**src/logic/paPkg.sv**
```systemverilog
package paPkg;

	//////////////////////////////
	// datapath widths
	//////////////////////////////
	localparam int DATA_WIDTH = 16;
	localparam int REG_ADDR_WIDTH = 5;
	localparam int OPCODE_WIDTH = 7;
	localparam int INSTR_WIDTH = 32;
	localparam int BUNDLE_WIDTH = 64;
	localparam int PC_WIDTH = 16;
	localparam int STATUS_WIDTH = 2;

	// cache geometry
	localparam int LINE_BYTES = 32;
	localparam int LINE_WIDTH = 256;
	localparam int LINE_ADDR_WIDTH = 8;
	localparam int BUNDLES_PER_LINE = 4;

	//////////////////////////////
	// slot field positions
	//////////////////////////////
	localparam int VALID_BIT = 31;
	// 0 reg-reg, 1 reg-imm
	localparam int FORMAT_BIT = 30;
	localparam int OPCODE_MSB = 29;
	localparam int OPCODE_LSB = 23;
	// primary is dest and first source
	localparam int PRIM_MSB = 20;
	localparam int PRIM_LSB = 16;
	// immediate, or source reg in low bits
	localparam int SEC_MSB = 15;
	localparam int SEC_LSB = 0;

	// opcodes, anything else acts as nop
	localparam logic [OPCODE_WIDTH-1:0] OP_NOP = 7'd0;
	localparam logic [OPCODE_WIDTH-1:0] OP_ADD = 7'd1;
	localparam logic [OPCODE_WIDTH-1:0] OP_SUB = 7'd2;
	localparam logic [OPCODE_WIDTH-1:0] OP_AND = 7'd3;
	localparam logic [OPCODE_WIDTH-1:0] OP_OR = 7'd4;
	localparam logic [OPCODE_WIDTH-1:0] OP_XOR = 7'd5;
	localparam logic [OPCODE_WIDTH-1:0] OP_MOVE = 7'd6;

	// status flags, overflow and borrow can both be set
	localparam logic [STATUS_WIDTH-1:0] STATUS_OK = 2'd0;
	localparam logic [STATUS_WIDTH-1:0] STATUS_UNDERFLOW = 2'd1;
	localparam logic [STATUS_WIDTH-1:0] STATUS_OVERFLOW = 2'd2;

	// top level defaults
	localparam int DEF_NUM_LANES = 2;
	localparam int DEF_WB_DEPTH = 8;
	localparam int DEF_CACHE_LINES = 256;

	// width of a lane number
	function automatic int laneIdxWidth(int lanes);
		return (lanes > 1) ? $clog2(lanes) : 1;
	endfunction

	// width of a bundle index into the whole cache
	function automatic int fetchIndexWidth(int cacheLines);
		return $clog2(cacheLines * BUNDLES_PER_LINE);
	endfunction

endpackage

```
**src/logic/cacheLoader.sv**
```systemverilog
`timescale 1ns/1ns

module cacheLoader
	import paPkg::*;
(
	input logic clock_i,
	input logic reset_i,
	input logic shiftEn_i,
	input logic [7:0] shiftData_i,
	input logic isAddress_i,
	input logic shiftOutEn_i,
	output logic lineWrite_o,
	output logic [LINE_ADDR_WIDTH-1:0] lineAddr_o,
	output logic [LINE_WIDTH-1:0] lineData_o
);

	localparam int BYTE_W = LINE_WIDTH / LINE_BYTES;

	// address byte and line shifter
	always_ff @(posedge clock_i)
	begin
		if (shiftEn_i)
		begin
			if (isAddress_i)
			begin
				lineAddr_o <= shiftData_i;
			end
			else
			begin
				// new byte enters at the top, oldest ends up in byte 0
				lineData_o <= {shiftData_i, lineData_o[LINE_WIDTH-1:BYTE_W]};
			end
		end
	end

	// commit pulse becomes a one cycle write strobe
	always_ff @(posedge clock_i)
	begin
		if (reset_i)
		begin
			lineWrite_o <= 1'b0;
		end
		else
		begin
			lineWrite_o <= shiftOutEn_i;
		end
	end

endmodule

```
**config.mk**
```make
export PLATFORM = sky130hd
export DESIGN_NAME = cacheLoader
export DESIGN_NICKNAME = d
export VERILOG_FILES = /design/src/logic/paPkg.sv /design/src/logic/cacheLoader.sv
export SDC_FILE = /design/constraint.sdc
export NUM_CORES = 1
export LEC_CHECK = 0
export ABC_CLOCK_PERIOD_IN_PS = 5800
export BUFFER_PORTS_ARGS = -buffer_cell sky130_fd_sc_hd__buf_2
export CORE_ASPECT_RATIO = 0.6
export CORE_MARGIN = 2
export CORE_UTILIZATION = 49
export DETAILED_ROUTE_END_ITERATION = 16
export PLACE_DENSITY = 0.79
export SLEW_MARGIN = 0
export SYNTH_ARGS = -nofsm -noshare
export SYNTH_HDL_FRONTEND = slang
export SYNTH_SLANG_ARGS = --single-unit
```
**constraint.sdc**
```tcl
create_clock -name clock_i -period 5.8 [get_ports clock_i]
set_input_delay 0.58 -clock clock_i [delete_from_list [all_inputs] [get_ports clock_i]]
set_output_delay 0.58 -clock clock_i [all_outputs]
set_load 0.03 [all_outputs]
```
==> run summary <==
Initial antenna violation count -> 0
Final min period -> 2.30 ns
Peak VDD IR -> 0.292 mV
RD Place Congestion -> 0.830
Area delta synth->final -> 29.6%
Worst EP required -> 5.92 ns
DR DRC count -> 0
Clk root buf -> clkbuf_16
Least-Margin Pin Slew -> 1.02 ns
FF-to-FF path depth -> 0
First-pass GRT wire length -> 21.0 mm
GRT overflow -> 0
Worst Path Arrival -> 2.41 ns
Via Count -> 3827
Nets -> 585
Max-Slew Margin vs Limit -> 0.323
Clock latency on the worst-skew pair -> 0.49 ns
Hold WS -> 0.237 ns
DIE HEIGHT -> 103 µm
CTS tree -> done
Mapped Cells -> 268
Routed length per placed instance -> 19.1 µm
Synth Area in Compound Gates -> 0
Yosys warning total -> 0
Worst Hold Class -> in -> reg
Syn Area/Cell -> 29.7 µm²
CTS HTree Levels -> 1
Max Slew Vio Count -> 0
Pwr Density -> 375 mW/mm²
Cell area after synthesis -> 0.00797 mm²
Core Rows -> 36
RSZ-0062 raised after global routing -> false
Die X -> 169 µm
Adder-cell share of the synthesized area -> 0
Synth area leader -> edfxtp_1
DP HPWL -> 10.1 mm
DIE AREA -> 0.0173 mm²
DP Cell Count -> 756
Max Fclk -> 435 MHz
Leak pwr -> 3.94 nW
Delay of the slowest critical-path stage -> 0.89 ns
Post-DP Area -> 0.00965 mm²
CP cell instances -> buf_2, and2b_4, buf_4
Status -> finished, final reports clean
CP max-delay cell -> and2b_4
Critical path capture point type -> register
Crit share post-route -> 0.396
Filler cells -> 1067
Avg Vias per Cell -> 4.80
Fin cells -> 797
Port Buffer Count -> 277
# diodes -> 0
Post-Synth XOR/XNOR Area -> 0
CTS sink count -> 265
Largest family of logic cells by synthesized area -> simple AND/OR/NAND/NOR gates
Max cap viols -> 0
CP Class -> in -> reg
WP buf/inv -> 2
Worst setup SP type -> input pin
Mux share of post-synthesis cell area -> 0
Clk_skew -> 0.00733 ns
Post-route cell area -> 0.0103 mm²
Yosys reg bits -> 265
Critical Path Fanout Max -> 67
IO Pins -> 278
Clk slew on worst S/H paths -> 0.06 ns
Distinct cells, synth -> 5
Register area share after synthesis -> 0.997
Final setup fails -> 0
Cells on Worst Hold Path -> 2
First drt pass iteration count -> 4
Post-CTS Hold Fix Bufs -> 0
Initial DRC count -> 269
Area contributors post-synth -> edfxtp_1 (99%), dfxtp_1 (0.25%), and2b_2 (0.11%)
Vias in the first global route -> 3682
Antenna viol nets, final -> 0
Initial Util -> 0.496
Hold Fails Final Rpt -> 0
GRT Resource Usage Total -> 0.159
Core region area -> 0.0161 mm²
Routed Wire Length -> 15.2 mm
Post-Synth Simple-Gate Area -> 0.00283
Setup repair bufs after CTS -> 0
Setup WS pre-CTS -> 2.99 ns
Max clock buf depth -> 3
Largest net degree at the start of global routing -> 128
CTS Buf Count -> 23
Critical path depth -> 3
Share of post-route cells with drive strength above 1 -> 0.531
Setup_tns -> 0 ns
CTS resizes -> 0
CP top delay family -> simple AND/OR/NAND/NOR gates
Setup WS post-layout -> 3.50 ns
Synth top area share -> 0.995
Syn Nets -> 281
[cell usage in the layout (no fill, tap or decap), drive strengths merged]
| cell type | netlist | layout |
|---|---|---|
| buf | 0 | 279 |
| edfxtp | 264 | 264 |
| clkbuf | 0 | 26 |
| clkinv | 0 | 14 |
| and2 | 1 | 1 |
| nor2b | 1 | 1 |
| and2b | 1 | 1 |
| bufinv | 0 | 1 |
| dfxtp | 1 | 1 |
[per-layer routing]
layer | global-route usage | part of all wire | routed length [µm]
met5 | 0 | 0 | 0
met2 | 0.255 | 0.46 | 7060
met1 | 0.200 | 0.40 | 6030
met4 | 0.0318 | 0.014 | 214
met3 | 0.0814 | 0.12 | 1890
[power by group]
part	switching [mW]	internal, mW	total (mW)
registers	0.0347	2.19	2.22
logic	0.199	0.0491	0.248
clock network	0.631	0.771	1.40
total	0.865	3.01	3.87
[path summary, 6_finish.rpt]
kind                                                 from                        end  slack (ns)
worst max register to register   lineData_o[95]$_DFFE_PP_   lineData_o[87]$_DFFE_PP_        5.09
worst min-delay path                              reset_i     lineWrite_o$_SDFF_PP0_        0.24
worst max-delay path                          isAddress_i    lineData_o[5]$_DFFE_PP_        3.50
worst min register to register  lineData_o[152]$_DFFE_PP_  lineData_o[144]$_DFFE_PP_        0.44
[registers in the layout (all words and copies together), names as in the netlist]
name	cells
lineWrite_o	1
lineData_o	256
lineAddr_o	8
[cell families after synthesis]
| group | Yosys count |
|---|---|
| and+or+nand+nor | 3 |
| DFF | 265 |
[cells in the mapped netlist]
library cell	n
and2_2	1
nor2b_1	1
and2b_2	1
edfxtp_1	264
dfxtp_1	1
[area by class of cell]
class	count	area [µm²]	share of cell area
well taps	209	262	0.0253
multi-input cells	3	23.8	0.00230
clock inverters	15	95.1	0.00921
flip-flops and latches	265	7950	0.769
clock buffers	26	587	0.0568
repair buffers	279	1410	0.137
[per-stage QoR]
stage	total power, mW	util
2_1_floorplan	2.43	-
3_3_place_gp	2.50	0.600
3_5_place_dp	2.51	0.600
4_1_cts	3.91	0.642
5_1_grt	4.00	0.642
6_report	3.87	0.642
(Power assumes the default switching activity.)
