[src/logic/paPkg.sv]
package paPkg;

	//////////////////////////////
	// datapath widths
	//////////////////////////////
	localparam int DATA_WIDTH = 16;
	localparam int REG_ADDR_WIDTH = 5;
	localparam int OPCODE_WIDTH = 7;
	localparam int INSTR_WIDTH = 32;
	localparam int BUNDLE_WIDTH = 64;
	localparam int PC_WIDTH = 16;
	localparam int STATUS_WIDTH = 2;

	// cache geometry
	localparam int LINE_BYTES = 32;
	localparam int LINE_WIDTH = 256;
	localparam int LINE_ADDR_WIDTH = 8;
	localparam int BUNDLES_PER_LINE = 4;

	//////////////////////////////
	// slot field positions
	//////////////////////////////
	localparam int VALID_BIT = 31;
	// 0 reg-reg, 1 reg-imm
	localparam int FORMAT_BIT = 30;
	localparam int OPCODE_MSB = 29;
	localparam int OPCODE_LSB = 23;
	// primary is dest and first source
	localparam int PRIM_MSB = 20;
	localparam int PRIM_LSB = 16;
	// immediate, or source reg in low bits
	localparam int SEC_MSB = 15;
	localparam int SEC_LSB = 0;

	// opcodes, anything else acts as nop
	localparam logic [OPCODE_WIDTH-1:0] OP_NOP = 7'd0;
	localparam logic [OPCODE_WIDTH-1:0] OP_ADD = 7'd1;
	localparam logic [OPCODE_WIDTH-1:0] OP_SUB = 7'd2;
	localparam logic [OPCODE_WIDTH-1:0] OP_AND = 7'd3;
	localparam logic [OPCODE_WIDTH-1:0] OP_OR = 7'd4;
	localparam logic [OPCODE_WIDTH-1:0] OP_XOR = 7'd5;
	localparam logic [OPCODE_WIDTH-1:0] OP_MOVE = 7'd6;

	// status flags, overflow and borrow can both be set
	localparam logic [STATUS_WIDTH-1:0] STATUS_OK = 2'd0;
	localparam logic [STATUS_WIDTH-1:0] STATUS_UNDERFLOW = 2'd1;
	localparam logic [STATUS_WIDTH-1:0] STATUS_OVERFLOW = 2'd2;

	// top level defaults
	localparam int DEF_NUM_LANES = 2;
	localparam int DEF_WB_DEPTH = 8;
	localparam int DEF_CACHE_LINES = 256;

	// width of a lane number
	function automatic int laneIdxWidth(int lanes);
		return (lanes > 1) ? $clog2(lanes) : 1;
	endfunction

	// width of a bundle index into the whole cache
	function automatic int fetchIndexWidth(int cacheLines);
		return $clog2(cacheLines * BUNDLES_PER_LINE);
	endfunction

endpackage

[src/logic/writebackQueue.sv]
`timescale 1ns/1ns

module writebackQueue
	import paPkg::*;
#(
	parameter int NUM_LANES = DEF_NUM_LANES,
	parameter int WB_DEPTH = DEF_WB_DEPTH
)
(
	input logic clock_i,
	input logic reset_i,
	input logic [NUM_LANES-1:0] laneWb_i,
	input logic [NUM_LANES*REG_ADDR_WIDTH-1:0] laneAddr_i,
	input logic [NUM_LANES*DATA_WIDTH-1:0] laneData_i,
	input logic [NUM_LANES*STATUS_WIDTH-1:0] laneStatus_i,
	output logic queueLow_o,
	output logic wbValid_o,
	output logic [laneIdxWidth(NUM_LANES)-1:0] wbLane_o,
	output logic [REG_ADDR_WIDTH-1:0] wbAddr_o,
	output logic [DATA_WIDTH-1:0] wbData_o,
	output logic [STATUS_WIDTH-1:0] wbStatus_o
);

	localparam int LANE_W = laneIdxWidth(NUM_LANES);
	localparam int PTR_W = $clog2(WB_DEPTH);
	localparam int CNT_W = PTR_W + 1;

	// entry storage
	logic [LANE_W-1:0] memLane [WB_DEPTH];
	logic [REG_ADDR_WIDTH-1:0] memAddr [WB_DEPTH];
	logic [DATA_WIDTH-1:0] memData [WB_DEPTH];
	logic [STATUS_WIDTH-1:0] memStatus [WB_DEPTH];

	logic [PTR_W-1:0] wrPtr;
	logic [PTR_W-1:0] rdPtr;
	logic [CNT_W-1:0] count;
	logic [CNT_W-1:0] inCount;
	logic [CNT_W-1:0] slotOffset [NUM_LANES];
	logic [LANE_W-1:0] firstLane;
	logic pop;

	//////////////////////////////
	// packing of incoming results
	//////////////////////////////
	always_comb
	begin
		inCount = '0;
		firstLane = '0;
		// lower lanes take the earlier slots
		for (int i = 0; i < NUM_LANES; i++)
		begin
			slotOffset[i] = inCount;
			inCount = inCount + CNT_W'(laneWb_i[i]);
		end
		for (int i = NUM_LANES - 1; i >= 0; i--)
		begin
			if (laneWb_i[i])
			begin
				firstLane = LANE_W'(i);
			end
		end
	end

	// one out per cycle, from buffer or straight from the lanes when empty
	assign pop = (count != '0) || (inCount != '0);
	assign queueLow_o = (CNT_W'(WB_DEPTH) - count) < CNT_W'(2 * NUM_LANES);

	// every arrival is stored, an empty-queue bypass just skips past it
	always_ff @(posedge clock_i)
	begin
		for (int i = 0; i < NUM_LANES; i++)
		begin
			if (laneWb_i[i])
			begin
				memLane[wrPtr + PTR_W'(slotOffset[i])] <= LANE_W'(i);
				memAddr[wrPtr + PTR_W'(slotOffset[i])] <= laneAddr_i[i*REG_ADDR_WIDTH +: REG_ADDR_WIDTH];
				memData[wrPtr + PTR_W'(slotOffset[i])] <= laneData_i[i*DATA_WIDTH +: DATA_WIDTH];
				memStatus[wrPtr + PTR_W'(slotOffset[i])] <= laneStatus_i[i*STATUS_WIDTH +: STATUS_WIDTH];
			end
		end
	end

	//////////////////////////////
	// pointers and output
	//////////////////////////////
	always_ff @(posedge clock_i)
	begin
		if (reset_i)
		begin
			wrPtr <= '0;
			rdPtr <= '0;
			count <= '0;
			wbValid_o <= 1'b0;
		end
		else
		begin
			wrPtr <= wrPtr + PTR_W'(inCount);
			rdPtr <= rdPtr + PTR_W'(pop);
			count <= count + inCount - CNT_W'(pop);
			wbValid_o <= pop;
		end
	end

	always_ff @(posedge clock_i)
	begin
		if (count != '0)
		begin
			wbLane_o <= memLane[rdPtr];
			wbAddr_o <= memAddr[rdPtr];
			wbData_o <= memData[rdPtr];
			wbStatus_o <= memStatus[rdPtr];
		end
		else
		begin
			wbLane_o <= firstLane;
			wbAddr_o <= laneAddr_i[firstLane*REG_ADDR_WIDTH +: REG_ADDR_WIDTH];
			wbData_o <= laneData_i[firstLane*DATA_WIDTH +: DATA_WIDTH];
			wbStatus_o <= laneStatus_i[firstLane*STATUS_WIDTH +: STATUS_WIDTH];
		end
	end

endmodule

[config.mk]
export PLATFORM = sky130hd
export DESIGN_NAME = writebackQueue
export DESIGN_NICKNAME = d
export VERILOG_FILES = /design/src/logic/paPkg.sv /design/src/logic/writebackQueue.sv
export SDC_FILE = /design/constraint.sdc
export NUM_CORES = 1
export LEC_CHECK = 0
export ABC_AREA = 1
export BUFFER_PORTS_ARGS = -buffer_cell sky130_fd_sc_hd__buf_2
export CORE_UTILIZATION = 55
export DETAILED_ROUTE_END_ITERATION = 16
export HOLD_SLACK_MARGIN = 0.08
export PLACE_DENSITY = 0.77
export SYNTH_ARGS = -nofsm -noshare
export SYNTH_HDL_FRONTEND = slang
export SYNTH_SLANG_ARGS = --single-unit
[constraint.sdc]
create_clock -name clock_i -period 2.6 [get_ports clock_i]
set_input_delay 0.39 -clock clock_i [delete_from_list [all_inputs] [get_ports clock_i]]
set_output_delay 0.39 -clock clock_i [all_outputs]
set_load 0.01 [all_outputs]
==> results.tsv <==
stage	metric	value	unit
routing	drt_wl_total	30.82	mm
yosys	syn-num-nets	1510	
finish	syn_to_final_growth	11.37	%
min_path	holdPathStages	2	
yosys	syn_area_per_cell	8.317	um2
critical_path	r2r-start	wrPtr[0]$_SDFF_PP0_	
routing	via_per_inst	5.525	
floorplanning	fp-row-count	53	
clocking	post-cts-setup-buffer-count	0	
critical_path	crit_path_cell_trace	ha_1, ha_1, xor2_1, nor2_1, nand2_2, buf_4, nand2_1, o21ai_0	
yosys	netlist_area	12010	um2
critical_path	path_class	flip-flop to flip-flop	
sta	setup_viol_count_final	0	
finish	multi_input_area	4312	um2
critical_path	rr_endpoint	memData[0][7]$_DFFE_PP_	
placement	port_buffers	75	
yosys	netlist_top_cells_area	edfxtp_1, nand2_1, dfxtp_1	
clocking	insertion_delay	0.53	ns
global_route	grt_max_degree	53	
routing	first_iter_violations	1067	
clocking	clk_pin_slew	0.06	ns
floorplanning	core	21220	um2
yosys	synth_top_area_share	46.00	%
finish	stdcell_area	13380	um2
floorplanning	die-area	22430	um2
global_route	grt_pass1_wl	49.17	mm
critical_path	worst_ep_required_time	2.84	ns
sta	fin_crit_sh	82.13	%
sta	finalMaxSlewViolations	0	
yosys	syn_inst	1444	
finish	utilization	63.03	%
floorplanning	die_h	149.8	um
yosys	yosysSeqAreaShare	53.17	%
finish	nets	1544	
finish	fillCellCount	1754	
clocking	root_buffer	clkbuf_16	
global_route	first_global_vias	9547	
sta	worst_hold_slack	0.1540	ns
critical_path	crit_top_cell	ha_1	
sta	timing.fmax	0.4683	GHz
min_path	holdCritPathClass	primary input to flip-flop	
placement	post_dp_cell_area	12570	um2
clocking	numCtsBuffers	25	
critical_path	crit_buf_inv	1	
critical_path	critPathLaunchType	flip-flop	
floorplanning	ios	76	
critical_path	cp-startpoint	wrPtr[0]$_SDFF_PP0_	
placement	gp_congestion	0.8090	
yosys	synth_top_area_cell	edfxtp_1	
sta	rsz0062_at_grt	false	
yosys	ys_ff_latch	227	
clocking	cts_sinks	227	
clocking	postCtsHoldBufs	0	
critical_path	worstPathMaxFanout	33	
routing	routedWlPerCell	17.40	um
critical_path	crit_cells	8	
placement	place_hpwl	18.74	mm
sta	period_minus_slack	2.135	ns
sta	slew_headroom	49.98	%
routing	antenna_left	0	
clocking	h-tree-depth	1	
routing	drc_errors	0	
finish	antenna_cells	0	
sta	fin_skew	0.02375	ns
min_path	worstHoldStart	reset_i	
critical_path	cpPeakStageDelay	0.34	ns
power_and_ir_drop	ir_drop	0.5689	mV
sta	hold_viol_final	0	
sta	tightestPinTransition	0.7495	ns
global_route	antenna_found_initial	0	
finish	drive_gt1_share	14.09	%
run_status	outcome	completed	
flow_run	maxCapViolations	0	
routing	vias	9791	
sta	finalSetupTns	0	ns
critical_path	cp-endpoint	memData[0][7]$_DFFE_PP_	
critical_path	crit_slowest_cell	dfxtp_1	
clocking	cts_resized	0	
global_route	grt_usage	28.54	%
floorplanning	die_w	149.8	um
routing	drt_pass1_iterations	6	
critical_path	cpLargestDelayFamily	simple AND/OR/NAND/NOR gates	
global_route	overflow	0	
critical_path	worstPathArrival	2.37	ns
floorplanning	start_util	56.60	%
power_and_ir_drop	power_leakage	6.328	nW
clocking	clockBufferDepth	3	
clocking	cts_tree	built	
critical_path	reg2reg_slack	0.46	ns
power_and_ir_drop	powerDensity	894.1	nW/um2
critical_path	rr_worst_depth	8	
yosys	ys_warn_count	0	
yosys	synth.distinct_cells	24	
finish	area.sequential	6391	um2
critical_path	end_kind	flip-flop	
-- area by class of cell --
class / count / share of cell area (%)
sequential: 227 / 47.78
multi-input combinational: 911 / 32.24
timing repair buffer: 115 / 5.800
inverter: 198 / 5.557
clock buffer: 37 / 5.313
tap: 275 / 2.573
clock inverter: 9 / 0.7390
-- synth_stat cells (all sizes together) --
master	count
xor2	1
nand2	500
fa	2
dfxtp	43
buf	56
clkbuf	52
mux2	23
ha	14
nand3	145
inv	198
o21ai	202
a21oi	2
nor2	19
edfxtp	184
xnor2	3
-- per-stage QoR --
step,setup WS (ns),power [mW],instances
3_3_place_gp,0.3445,8.346,1726
6_report,0.4645,11.96,1772
4_1_cts,0.4754,11.97,1772
5_1_grt,0.3214,12.60,1772
3_5_place_dp,0.2876,8.456,1726
2_1_floorplan,-0.1189,7.305,1444
-- per-layer routing --
| layer | vias up | wire length [um] | GRT usage (%) |
|---|---|---|---|
| met5 | - | 0 | 0 |
| met2 | 512 | 14830 | 47.69 |
| li1 | 4728 | - | - |
| met1 | 4487 | 12270 | 37.59 |
| met4 | 0 | 812 | 9.798 |
| met3 | 64 | 2916 | 4.756 |
-- where the power goes --
group | total (mW) | leakage, nW | internal (mW) | switching (mW)
clock | 3.52 | 0.403 | 2.09 | 1.43
sequential | 4.82 | 2.05 | 4.65 | 0.172
combinational | 3.61 | 3.87 | 1.18 | 2.44
-- state kept, by name (all words and copies together), names as in the netlist --
register / flops
count: 4
memAddr: 40
memData: 128
memLane: 8
memStatus: 16
rdPtr: 3
wbAddr_o: 5
wbData_o: 16
wbLane_o: 1
wbStatus_o: 2
wbValid_o: 1
wrPtr: 3
-- worst reg2reg max path, stage by stage (launching register included) --
cell and delay [ns]:
dfxtp_1 0.34, ha_1 0.20, ha_1 0.23, xor2_1 0.16, nor2_1 0.20, nand2_2 0.22, buf_4 0.33, nand2_1 0.10
o21ai_0 0.08
-- placed cells by master (no fill, tap or decap), drive strengths merged --
cell type  netlist  routed
inv            198     199
clkinv           0       6
nand3          145     145
xnor2            3       3
dfxtp           43      43
nor2            19      19
bufinv           0       2
fa               2       2
a21oi            2       2
edfxtp         184     184
o21ai          202     202
nand2          500     500
xor2             1       1
mux2            23      23
buf             56     115
ha              14      14
clkbuf          52      37
-- cell families (layout without fill, tap and decap cells) --
group                      count (synthesis)  after routing  synth area share [%]
buffers and inverters                    306            359                 11.34
AOI/OAI and AO/OA                        204            204                 8.876
and+or+nand+nor                          664            664                 22.30
DFF                                      227            227                 53.17
adders and majority gates                 16             16                 1.792
xor gates and xnor gates                   4              4                0.3543
muxes                                     23             23                 2.156
-- worst min-delay path by stage --
stage / end / slack, ns
global route: wrPtr[1]$_SDFF_PP0_ / 0.16
finish: wrPtr[1]$_SDFF_PP0_ / 0.15
floorplan: memLane[0]$_DFF_P_ / 0.44
CTS: wrPtr[1]$_SDFF_PP0_ / 0.14
detailed placement: memLane[0]$_DFF_P_ / 0.45
global placement: memLane[1]$_DFF_P_ / 0.45
Note: power is estimated with default switching activity, not from simulation.
