===== src/logic/paPkg.sv =====
package paPkg;

	//////////////////////////////
	// datapath widths
	//////////////////////////////
	localparam int DATA_WIDTH = 16;
	localparam int REG_ADDR_WIDTH = 5;
	localparam int OPCODE_WIDTH = 7;
	localparam int INSTR_WIDTH = 32;
	localparam int BUNDLE_WIDTH = 64;
	localparam int PC_WIDTH = 16;
	localparam int STATUS_WIDTH = 2;

	// cache geometry
	localparam int LINE_BYTES = 32;
	localparam int LINE_WIDTH = 256;
	localparam int LINE_ADDR_WIDTH = 8;
	localparam int BUNDLES_PER_LINE = 4;

	//////////////////////////////
	// slot field positions
	//////////////////////////////
	localparam int VALID_BIT = 31;
	// 0 reg-reg, 1 reg-imm
	localparam int FORMAT_BIT = 30;
	localparam int OPCODE_MSB = 29;
	localparam int OPCODE_LSB = 23;
	// primary is dest and first source
	localparam int PRIM_MSB = 20;
	localparam int PRIM_LSB = 16;
	// immediate, or source reg in low bits
	localparam int SEC_MSB = 15;
	localparam int SEC_LSB = 0;

	// opcodes, anything else acts as nop
	localparam logic [OPCODE_WIDTH-1:0] OP_NOP = 7'd0;
	localparam logic [OPCODE_WIDTH-1:0] OP_ADD = 7'd1;
	localparam logic [OPCODE_WIDTH-1:0] OP_SUB = 7'd2;
	localparam logic [OPCODE_WIDTH-1:0] OP_AND = 7'd3;
	localparam logic [OPCODE_WIDTH-1:0] OP_OR = 7'd4;
	localparam logic [OPCODE_WIDTH-1:0] OP_XOR = 7'd5;
	localparam logic [OPCODE_WIDTH-1:0] OP_MOVE = 7'd6;

	// status flags, overflow and borrow can both be set
	localparam logic [STATUS_WIDTH-1:0] STATUS_OK = 2'd0;
	localparam logic [STATUS_WIDTH-1:0] STATUS_UNDERFLOW = 2'd1;
	localparam logic [STATUS_WIDTH-1:0] STATUS_OVERFLOW = 2'd2;

	// top level defaults
	localparam int DEF_NUM_LANES = 2;
	localparam int DEF_WB_DEPTH = 8;
	localparam int DEF_CACHE_LINES = 256;

	// width of a lane number
	function automatic int laneIdxWidth(int lanes);
		return (lanes > 1) ? $clog2(lanes) : 1;
	endfunction

	// width of a bundle index into the whole cache
	function automatic int fetchIndexWidth(int cacheLines);
		return $clog2(cacheLines * BUNDLES_PER_LINE);
	endfunction

endpackage


===== src/logic/bundleFetch.sv =====
`timescale 1ns/1ns

module bundleFetch
	import paPkg::*;
#(
	parameter int NUM_LANES = DEF_NUM_LANES,
	parameter int CACHE_LINES = DEF_CACHE_LINES
)
(
	input logic clock_i,
	input logic reset_i,
	input logic loading_i,
	input logic queueLow_i,
	input logic [BUNDLE_WIDTH-1:0] bundle_i,
	output logic [fetchIndexWidth(CACHE_LINES)-1:0] readIndex_o,
	output logic [PC_WIDTH-1:0] pc_o,
	output logic [NUM_LANES-1:0] slotValid_o,
	output logic [NUM_LANES*INSTR_WIDTH-1:0] slotInstr_o
);

	localparam int IDX_W = fetchIndexWidth(CACHE_LINES);
	localparam int PC_LAST = CACHE_LINES * BUNDLES_PER_LINE - 1;

	logic [PC_WIDTH-1:0] pc;
	// bundle now on bundle_i was consumed by a pc advance
	logic fetchLive;
	logic holdFetch;

	// stall on loading or queue back-pressure
	assign holdFetch = loading_i || queueLow_i;

	//////////////////////////////
	// program counter
	//////////////////////////////
	always_ff @(posedge clock_i)
	begin
		if (reset_i)
		begin
			pc <= '0;
			fetchLive <= 1'b0;
		end
		else
		begin
			fetchLive <= !holdFetch;
			if (!holdFetch)
			begin
				// wrap at end of cache
				pc <= (pc == PC_WIDTH'(PC_LAST)) ? '0 : pc + 1'b1;
			end
		end
	end

	assign readIndex_o = pc[IDX_W-1:0];
	assign pc_o = pc;

	// slot 0 is the low word of the bundle
	always_comb
	begin
		for (int i = 0; i < NUM_LANES; i++)
		begin
			slotInstr_o[i*INSTR_WIDTH +: INSTR_WIDTH] = bundle_i[i*INSTR_WIDTH +: INSTR_WIDTH];
			slotValid_o[i] = fetchLive && bundle_i[i*INSTR_WIDTH + VALID_BIT];
		end
	end

endmodule


===== config.mk =====
export PLATFORM = sky130hd
export DESIGN_NAME = bundleFetch
export DESIGN_NICKNAME = d
export VERILOG_FILES = /design/src/logic/paPkg.sv /design/src/logic/bundleFetch.sv
export SDC_FILE = /design/constraint.sdc
export NUM_CORES = 1
export LEC_CHECK = 0
export BUFFER_PORTS_ARGS = -buffer_cell sky130_fd_sc_hd__clkbuf_2
export CAP_MARGIN = 15
export CORE_UTILIZATION = 33
export CTS_CLUSTER_SIZE = 40
export DETAILED_ROUTE_END_ITERATION = 7
export PLACE_DENSITY_LB_ADDON = 0.3
export SLEW_MARGIN = 25
export SYNTH_ARGS = -nofsm -noshare
export SYNTH_HDL_FRONTEND = slang
export SYNTH_SLANG_ARGS = --single-unit
export TNS_END_PERCENT = 30

===== constraint.sdc =====
create_clock -name clock_i -period 2.2 [get_ports clock_i]
set_input_delay 0.33 -clock clock_i [delete_from_list [all_inputs] [get_ports clock_i]]
set_output_delay 0.33 -clock clock_i [all_outputs]
set_load 0.05 [all_outputs]

==> impl_metrics.toml, run 1 <==
[cells_and_area]
insertedDiodeCount = 0
layout-area-overhead-vs-synth_pct = -21.18
final_core_utilization_pct = 28.06
share_of_final_layout_standard_cells_stronger_than_drive_strength_1_pct = 32.80
finish.net_count = 195

[synthesis]
yosysUniqueCellTypes = 27
synthesis.area_per_instance_um2 = 8.401
simple_gate_fraction_of_synth_area_pct = 20.35
synth-seq-cells = 17
synth_most_common_cell = "buf_4"
mapped_cell_area_um2 = 1353
synthFlopType = "dfxtp_1"
ys_seq_area_share_pct = 25.16
synth_compound_gate_area_share_pct = 2.128
synth_top_family_by_area = "buffers and inverters"
synth-adder-area-share_pct = 0.9251
synth.top_cell.area_share_pct = 41.07
synth_enable_flop_cells = 0
synth.largest_area_cell = "buf_4"
asyncSetResetFlopFracSynth_pct = 0
muxShareOfSynthArea_pct = 0.8326
synth_fp_nets = 230
netlist_top_cells_area = "buf_4, dfxtp_1, nor2_1"
yosys_warnings = 0
synth_xor_xnor_area_share_pct = 8.418
synthCells = 161
post_synth_most_frequent_cells = "buf_4, dfxtp_1, nor2_1, nand2_1, xor2_1"

[pwr]
clock_power_share_pct = 38.2
max-vdd-ir-drop_mv = 0.1397
switching_power_of_the_nets_uw = 147.1
power.leakage_uw = 0.0004646
pwr-share-comb_pct = 9.3
power.density_cell_area_nw_per_um2 = 563.4
seqPwrFrac_pct = 52.5
power.share.switching_pct = 24.50
intPower_uw = 453.5

[drt]
detail_route.first_pass.iterations = 4
drc_marker_count_from_the_first_detailed_route_iteration = 10
remaining_number_of_nets_flagged_by_the_antenna_check_after_routing = 0
vias_after_detailed_routing = 853
wl_per_cell_um = 14.11
drc = 0
drt-vias-per-instance = 4.931
total_wire_length_um = 2441

[setup_path]
critical_path_at_ns = 1.96
r2r_cells = 5
kind_of_critical_path = "reg -> reg"
setup.worst_path.end_class = "register"
worstPathRequired_ns = 2.33
crit_fanout = 14
setup.worst_path.start_class = "register"

[global_route]
groute.usage.overall_pct = 11.33
met3_usage_pct = 5.517
vias_in_the_first_global_route = 810
gr-usage-met1_pct = 11.26
largest_net_degree_at_the_start_of_global_routing = 15
grt_antenna_before_repair = 0
gr-total-overflow = 0
grt.busiest_layer = "met2"
gr-usage-met2_pct = 17.35
grt_first_pass_wirelength_um = 3822

[hold_path]
worstHoldPathCells = 2
timing.hold.worst.class = "in -> reg"

[sta]
fin_tns_setup_ns = 0
max_slew.worst_pin.slew_ns = 0.4820
final-setup-viol-count = 0
clock_skew_ns = 0.0006989
worst_slew_margin_rel_pct = 67.57
portion_of_the_clock_cycle_consumed_by_the_worst_path_in_the_final_layout_pct = 83.04
final.min_clock_period_ns = 1.827
max_clock_freq_mhz = 547.4
grt_setup_unrepaired = "no"
max_slew_violation_count = 0
timing.final.hold_violations = 0

[die]
chipHeight_um = 66.02
floorplan.rows = 22
effective_utilization_at_floorplan_pct = 35.61
area_of_the_core_region_um2 = 3799
die_width_um = 66.02
die-area_um2 = 4359
io_pins = 160

[run]
cap_violations = 0

[clocking]
tritoncts.num_buffers = 3
clkTransAtPathRegs_ns = 0.06
cts-hold-fix-buffers = 0
root_buffer_master = "clkbuf_8"
post_cts_buffers = 0
cts-root-to-sink-buffers = 2
clock_tree.htree_level_count = 1
clk_sinks = 17
cts.repair.resized = 0
clock_latency_ns = 0.24
cts_tree = "built"

[place]
gpl.final_weighted_congestion = 0.7482
place.port_buffers = 35
detailed_place_hpwl_um = 1941

[run_status]
run_status = "completed"
cell type report:
| type | instances | area [µm²] |
|---|---|---|
| Clock buffer | 4 | 45.04 |
| Sequential cell | 17 | 340.3 |
| Multi-Input combinational cell | 68 | 441.7 |
| Tap cell | 48 | 60.06 |
| Inverter | 1 | 3.754 |
| Fill cell | 412 | 2733 |
| Timing Repair Buffer | 35 | 175.2 |
routing by layer:
metal | wire length (µm) | up-vias
met3 | 329 | 30
met1 | 918 | 374
met4 | 163 | 0
met5 | 0 | -
li1 | - | 383
met2 | 1030 | 66
layout by cell type, fill, tap and decap left out:
cell       netlist  routed
xnor2_1          6       6
ha_1             1       1
and2_1           2       2
nand4bb_4        1       1
a21oi_1          2       2
and4_1           1       1
nor3_1           3       3
and3_1           1       1
nand2_1          7       7
dfxtp_1         17      17
and4bb_1         1       1
mux2_1           1       1
nand4bb_1        1       1
nor4_1           3       3
nor4bb_1         1       1
nor3_2           1       1
nor2_1          17      17
a31o_2           1       1
nand4_1          4       4
clkbuf_1         0       1
clkbuf_8         0       3
nor2b_1          1       1
xor2_1           7       7
inv_1            1       1
o21ai_0          2       2
clkbuf_2         0      35
nand3_1          3       3
or3_1            1       1
power groups by stage:
stage	logic [µW]	registers [µW]	clock network (µW)
2_1_floorplan	343	329	0
3_3_place_gp	56.5	322	0
3_5_place_dp	56.5	322	0
4_1_cts	56.7	315	237
5_1_grt	59.2	315	247
6_report	56.0	315	230
worst max-delay path: stages, from the launching register on:
cell	delay, ns
dfxtp_1	0.44
ha_1	0.23
nand4bb_1	0.25
nor3_2	0.31
a31o_2	0.38
nor2_1	0.09
logic make-up after synthesis:
kind of cell	count (synthesis)
compound gates	5
xor+xnor	13
fa+ha+maj	1
flops	17
simple gates	48
mux	1
buf+inv	76
per-stage QoR:
stage                     hold slack [ns]  instance area (µm²)  power (µW)  setup WS, ns  std cells
after floorplan                    0.4011                 1353       672.0        0.2578        161
after global placement             0.5396                 1021       378.3        0.3889        169
after detailed placement           0.5426                 1021       378.7        0.3578        169
after CTS                          0.3209                 1066       608.4        0.3339        173
after global routing               0.3353                 1066       621.7        0.2556        173
final                              0.3209                 1066       600.6        0.3732        173
path summary, 6_finish.rpt:
check / start / to / slack (ns)
max: pc_o[0]$_SDFFE_PP0P_ / pc_o[0]$_SDFFE_PP0P_ / 0.37
min: reset_i / pc_o[8]$_SDFFE_PP0P_ / 0.32
max reg2reg: pc_o[0]$_SDFFE_PP0P_ / pc_o[0]$_SDFFE_PP0P_ / 0.37
min reg2reg: pc_o[13]$_SDFFE_PP0P_ / pc_o[13]$_SDFFE_PP0P_ / 0.55
state kept, by name (all words and copies together) (netlist names):
register and count:
pc_o 16, fetchLive 1
Note: power is estimated with default switching activity, not from simulation.
==> run 2, diff against run 1 <==
Clock period 2.2 ns to 1.7 ns, I/O delays scaled along.
==> run 2 against run 1 <==
Effect of this change: critical path depth decreased by 1; count of clock-buffer cells in the layout did not move; setup slack worse by 0.23 ns; via count did not move; clock skew is 0.0026 ns higher; global-route usage down 0.28 points; clock power up 27%; fmax grew 17%; power increased by 29%; critical endpoint is now pc_o[15]$_SDFFE_PP0P_; highest routed layer unchanged.
==> impl_metrics.toml, run 2 (synthesis results as in run 1) <==
[run_status]
run_status = "completed"

[clocking]
post_cts_buffers = 0
clk_sinks = 17
root_buffer_master = "clkbuf_8"
clock_tree.htree_level_count = 1
cts-root-to-sink-buffers = 2
clkTransAtPathRegs_ns = 0.06
tritoncts.num_buffers = 3
cts_tree = "built"
clock_latency_ns = 0.25

[cells_and_area]
insertedDiodeCount = 0
final_common_cell = "clkbuf_2"
multi_input_comb_area_um2 = 479.2
mostFrequentLayoutCells = "clkbuf_2, nor2_1, dfxtp_2"
fillers = 430
flip_flop_count_of_the_largest_register_all_copies_and_words_added = 16
finish.net_count = 200
share_of_final_layout_standard_cells_stronger_than_drive_strength_1_pct = 44.62
layout.area.seq_um2 = 357.8
layout-area-overhead-vs-synth_pct = -14.34

[die]
area_of_the_core_region_um2 = 3799
io_pins = 160
chipHeight_um = 66.02
floorplan.rows = 22
effective_utilization_at_floorplan_pct = 35.61
die-area_um2 = 4359
die_width_um = 66.02

[sta]
final-setup-viol-count = 0
finalHoldWorstSlack_ns = 0.2435
timing.final.hold_violations = 0
worst_slew_margin_rel_pct = 75.19
portion_of_the_clock_cycle_consumed_by_the_worst_path_in_the_final_layout_pct = 91.85
max_clock_freq_mhz = 640.5
max_slew_violation_count = 0
fin_ws_ns = 0.1386
max_slew.worst_pin.slew_ns = 0.3687
final.min_clock_period_ns = 1.561
clock_skew_ns = 0.003311

[setup_path]
r2r-end = "pc_o[15]$_SDFFE_PP0P_"
setup.worst_path.start_class = "register"
worstPathRequired_ns = 1.84
critical_path_at_ns = 1.70
rrSetupSlack_ns = 0.14
r2r_cells = 4
setup.worst_path.end_class = "register"
crit_fanout = 8
kind_of_critical_path = "reg -> reg"
worstReg2RegStart = "pc_o[2]$_SDFFE_PP0P_"

[drt]
route.layer.met1.wl_um = 939
total_wire_length_um = 2495
remaining_number_of_nets_flagged_by_the_antenna_check_after_routing = 0
top_metal_used = "met4"
vias_after_detailed_routing = 853
drt-vias-per-instance = 4.792
drc_marker_count_from_the_first_detailed_route_iteration = 27
routed-wl-met3_um = 368
detail_route.first_pass.iterations = 4
wl_per_cell_um = 14.02
drc = 0
met2_length_um = 1026

[global_route]
grt_antenna_before_repair = 0
gr-total-overflow = 0
groute.usage.overall_pct = 11.06
grt_first_pass_wirelength_um = 3615
vias_in_the_first_global_route = 749
largest_net_degree_at_the_start_of_global_routing = 15

[place]
gpl.final_weighted_congestion = 0.7783
detailed_place_hpwl_um = 1922
place.port_buffers = 35
detailedPlace.worstSlack_ns = -0.03674

[pwr]
power.leakage_uw = 0.0005233
max-vdd-ir-drop_mv = 0.4011
power.density_cell_area_nw_per_um2 = 667.8

[hold_path]
timing.hold.worst.class = "in -> reg"
timing.hold.worst_endpoint = "pc_o[8]$_SDFFE_PP0P_"
hold_path_startpoint = "reset_i"
worstHoldPathCells = 2

[run]
cap_violations = 0
==> run 2: metal layers <==
metal  GRT usage, %  up-vias
met5              0        -
met4          8.777        0
met3          7.759       32
met2          15.43       67
met1          11.19      363
li1               -      391
==> run 2: report_power, final <==
group	internal (µW)	switching, µW	total, µW
registers	401	5.33	407
logic	21.2	54.9	76.1
clock network	166	125	291
==> run 2: per-stage QoR <==
step / TNS, ns / power, µW / std cells / cell area [µm²] / util (%)
6_report: 0 / 773.7 / 178 / 1159 / 30.50
5_1_grt: -0.001344 / 811.5 / 178 / 1159 / 30.50
4_1_cts: 0 / 786.5 / 178 / 1130 / 29.74
3_5_place_dp: -0.2697 / 489.3 / 174 / 1076 / 28.33
3_3_place_gp: -0.05168 / 488.6 / 174 / 1076 / 28.33
2_1_floorplan: 0 / 868.8 / 161 / 1370 / -
==> run 2: layout make-up <==
cell class | instances | share of cell area [%]
multi-input cells | 68 | 41.36
well taps | 48 | 5.184
clock buffers | 4 | 3.888
inverters | 1 | 0.3240
flip-flops and latches | 17 | 30.89
repair buffers | 40 | 18.36
==> run 2: timing repair <==
item	in CTS	in global routing
hold buffers	0	0
setup endpoints to repair	14	14
resized for setup	1	4
pin swaps	0	1
==> run 2: worst max-delay path by stage <==
stage                              start                    end
floorplan           pc_o[6]$_SDFFE_PP0P_  pc_o[15]$_SDFFE_PP0P_
global placement    pc_o[0]$_SDFFE_PP0P_   pc_o[3]$_SDFFE_PP0P_
detailed placement  pc_o[0]$_SDFFE_PP0P_   pc_o[3]$_SDFFE_PP0P_
CTS                 pc_o[0]$_SDFFE_PP0P_   pc_o[3]$_SDFFE_PP0P_
global route        pc_o[2]$_SDFFE_PP0P_  pc_o[15]$_SDFFE_PP0P_
finish              pc_o[2]$_SDFFE_PP0P_  pc_o[15]$_SDFFE_PP0P_
==> run 2: critical path: stages (launching register included) <==
cell and delay [ns]:
dfxtp_2 0.43, and4_1 0.30, nand4bb_4 0.15, nor3_1 0.23
mux2_1 0.34
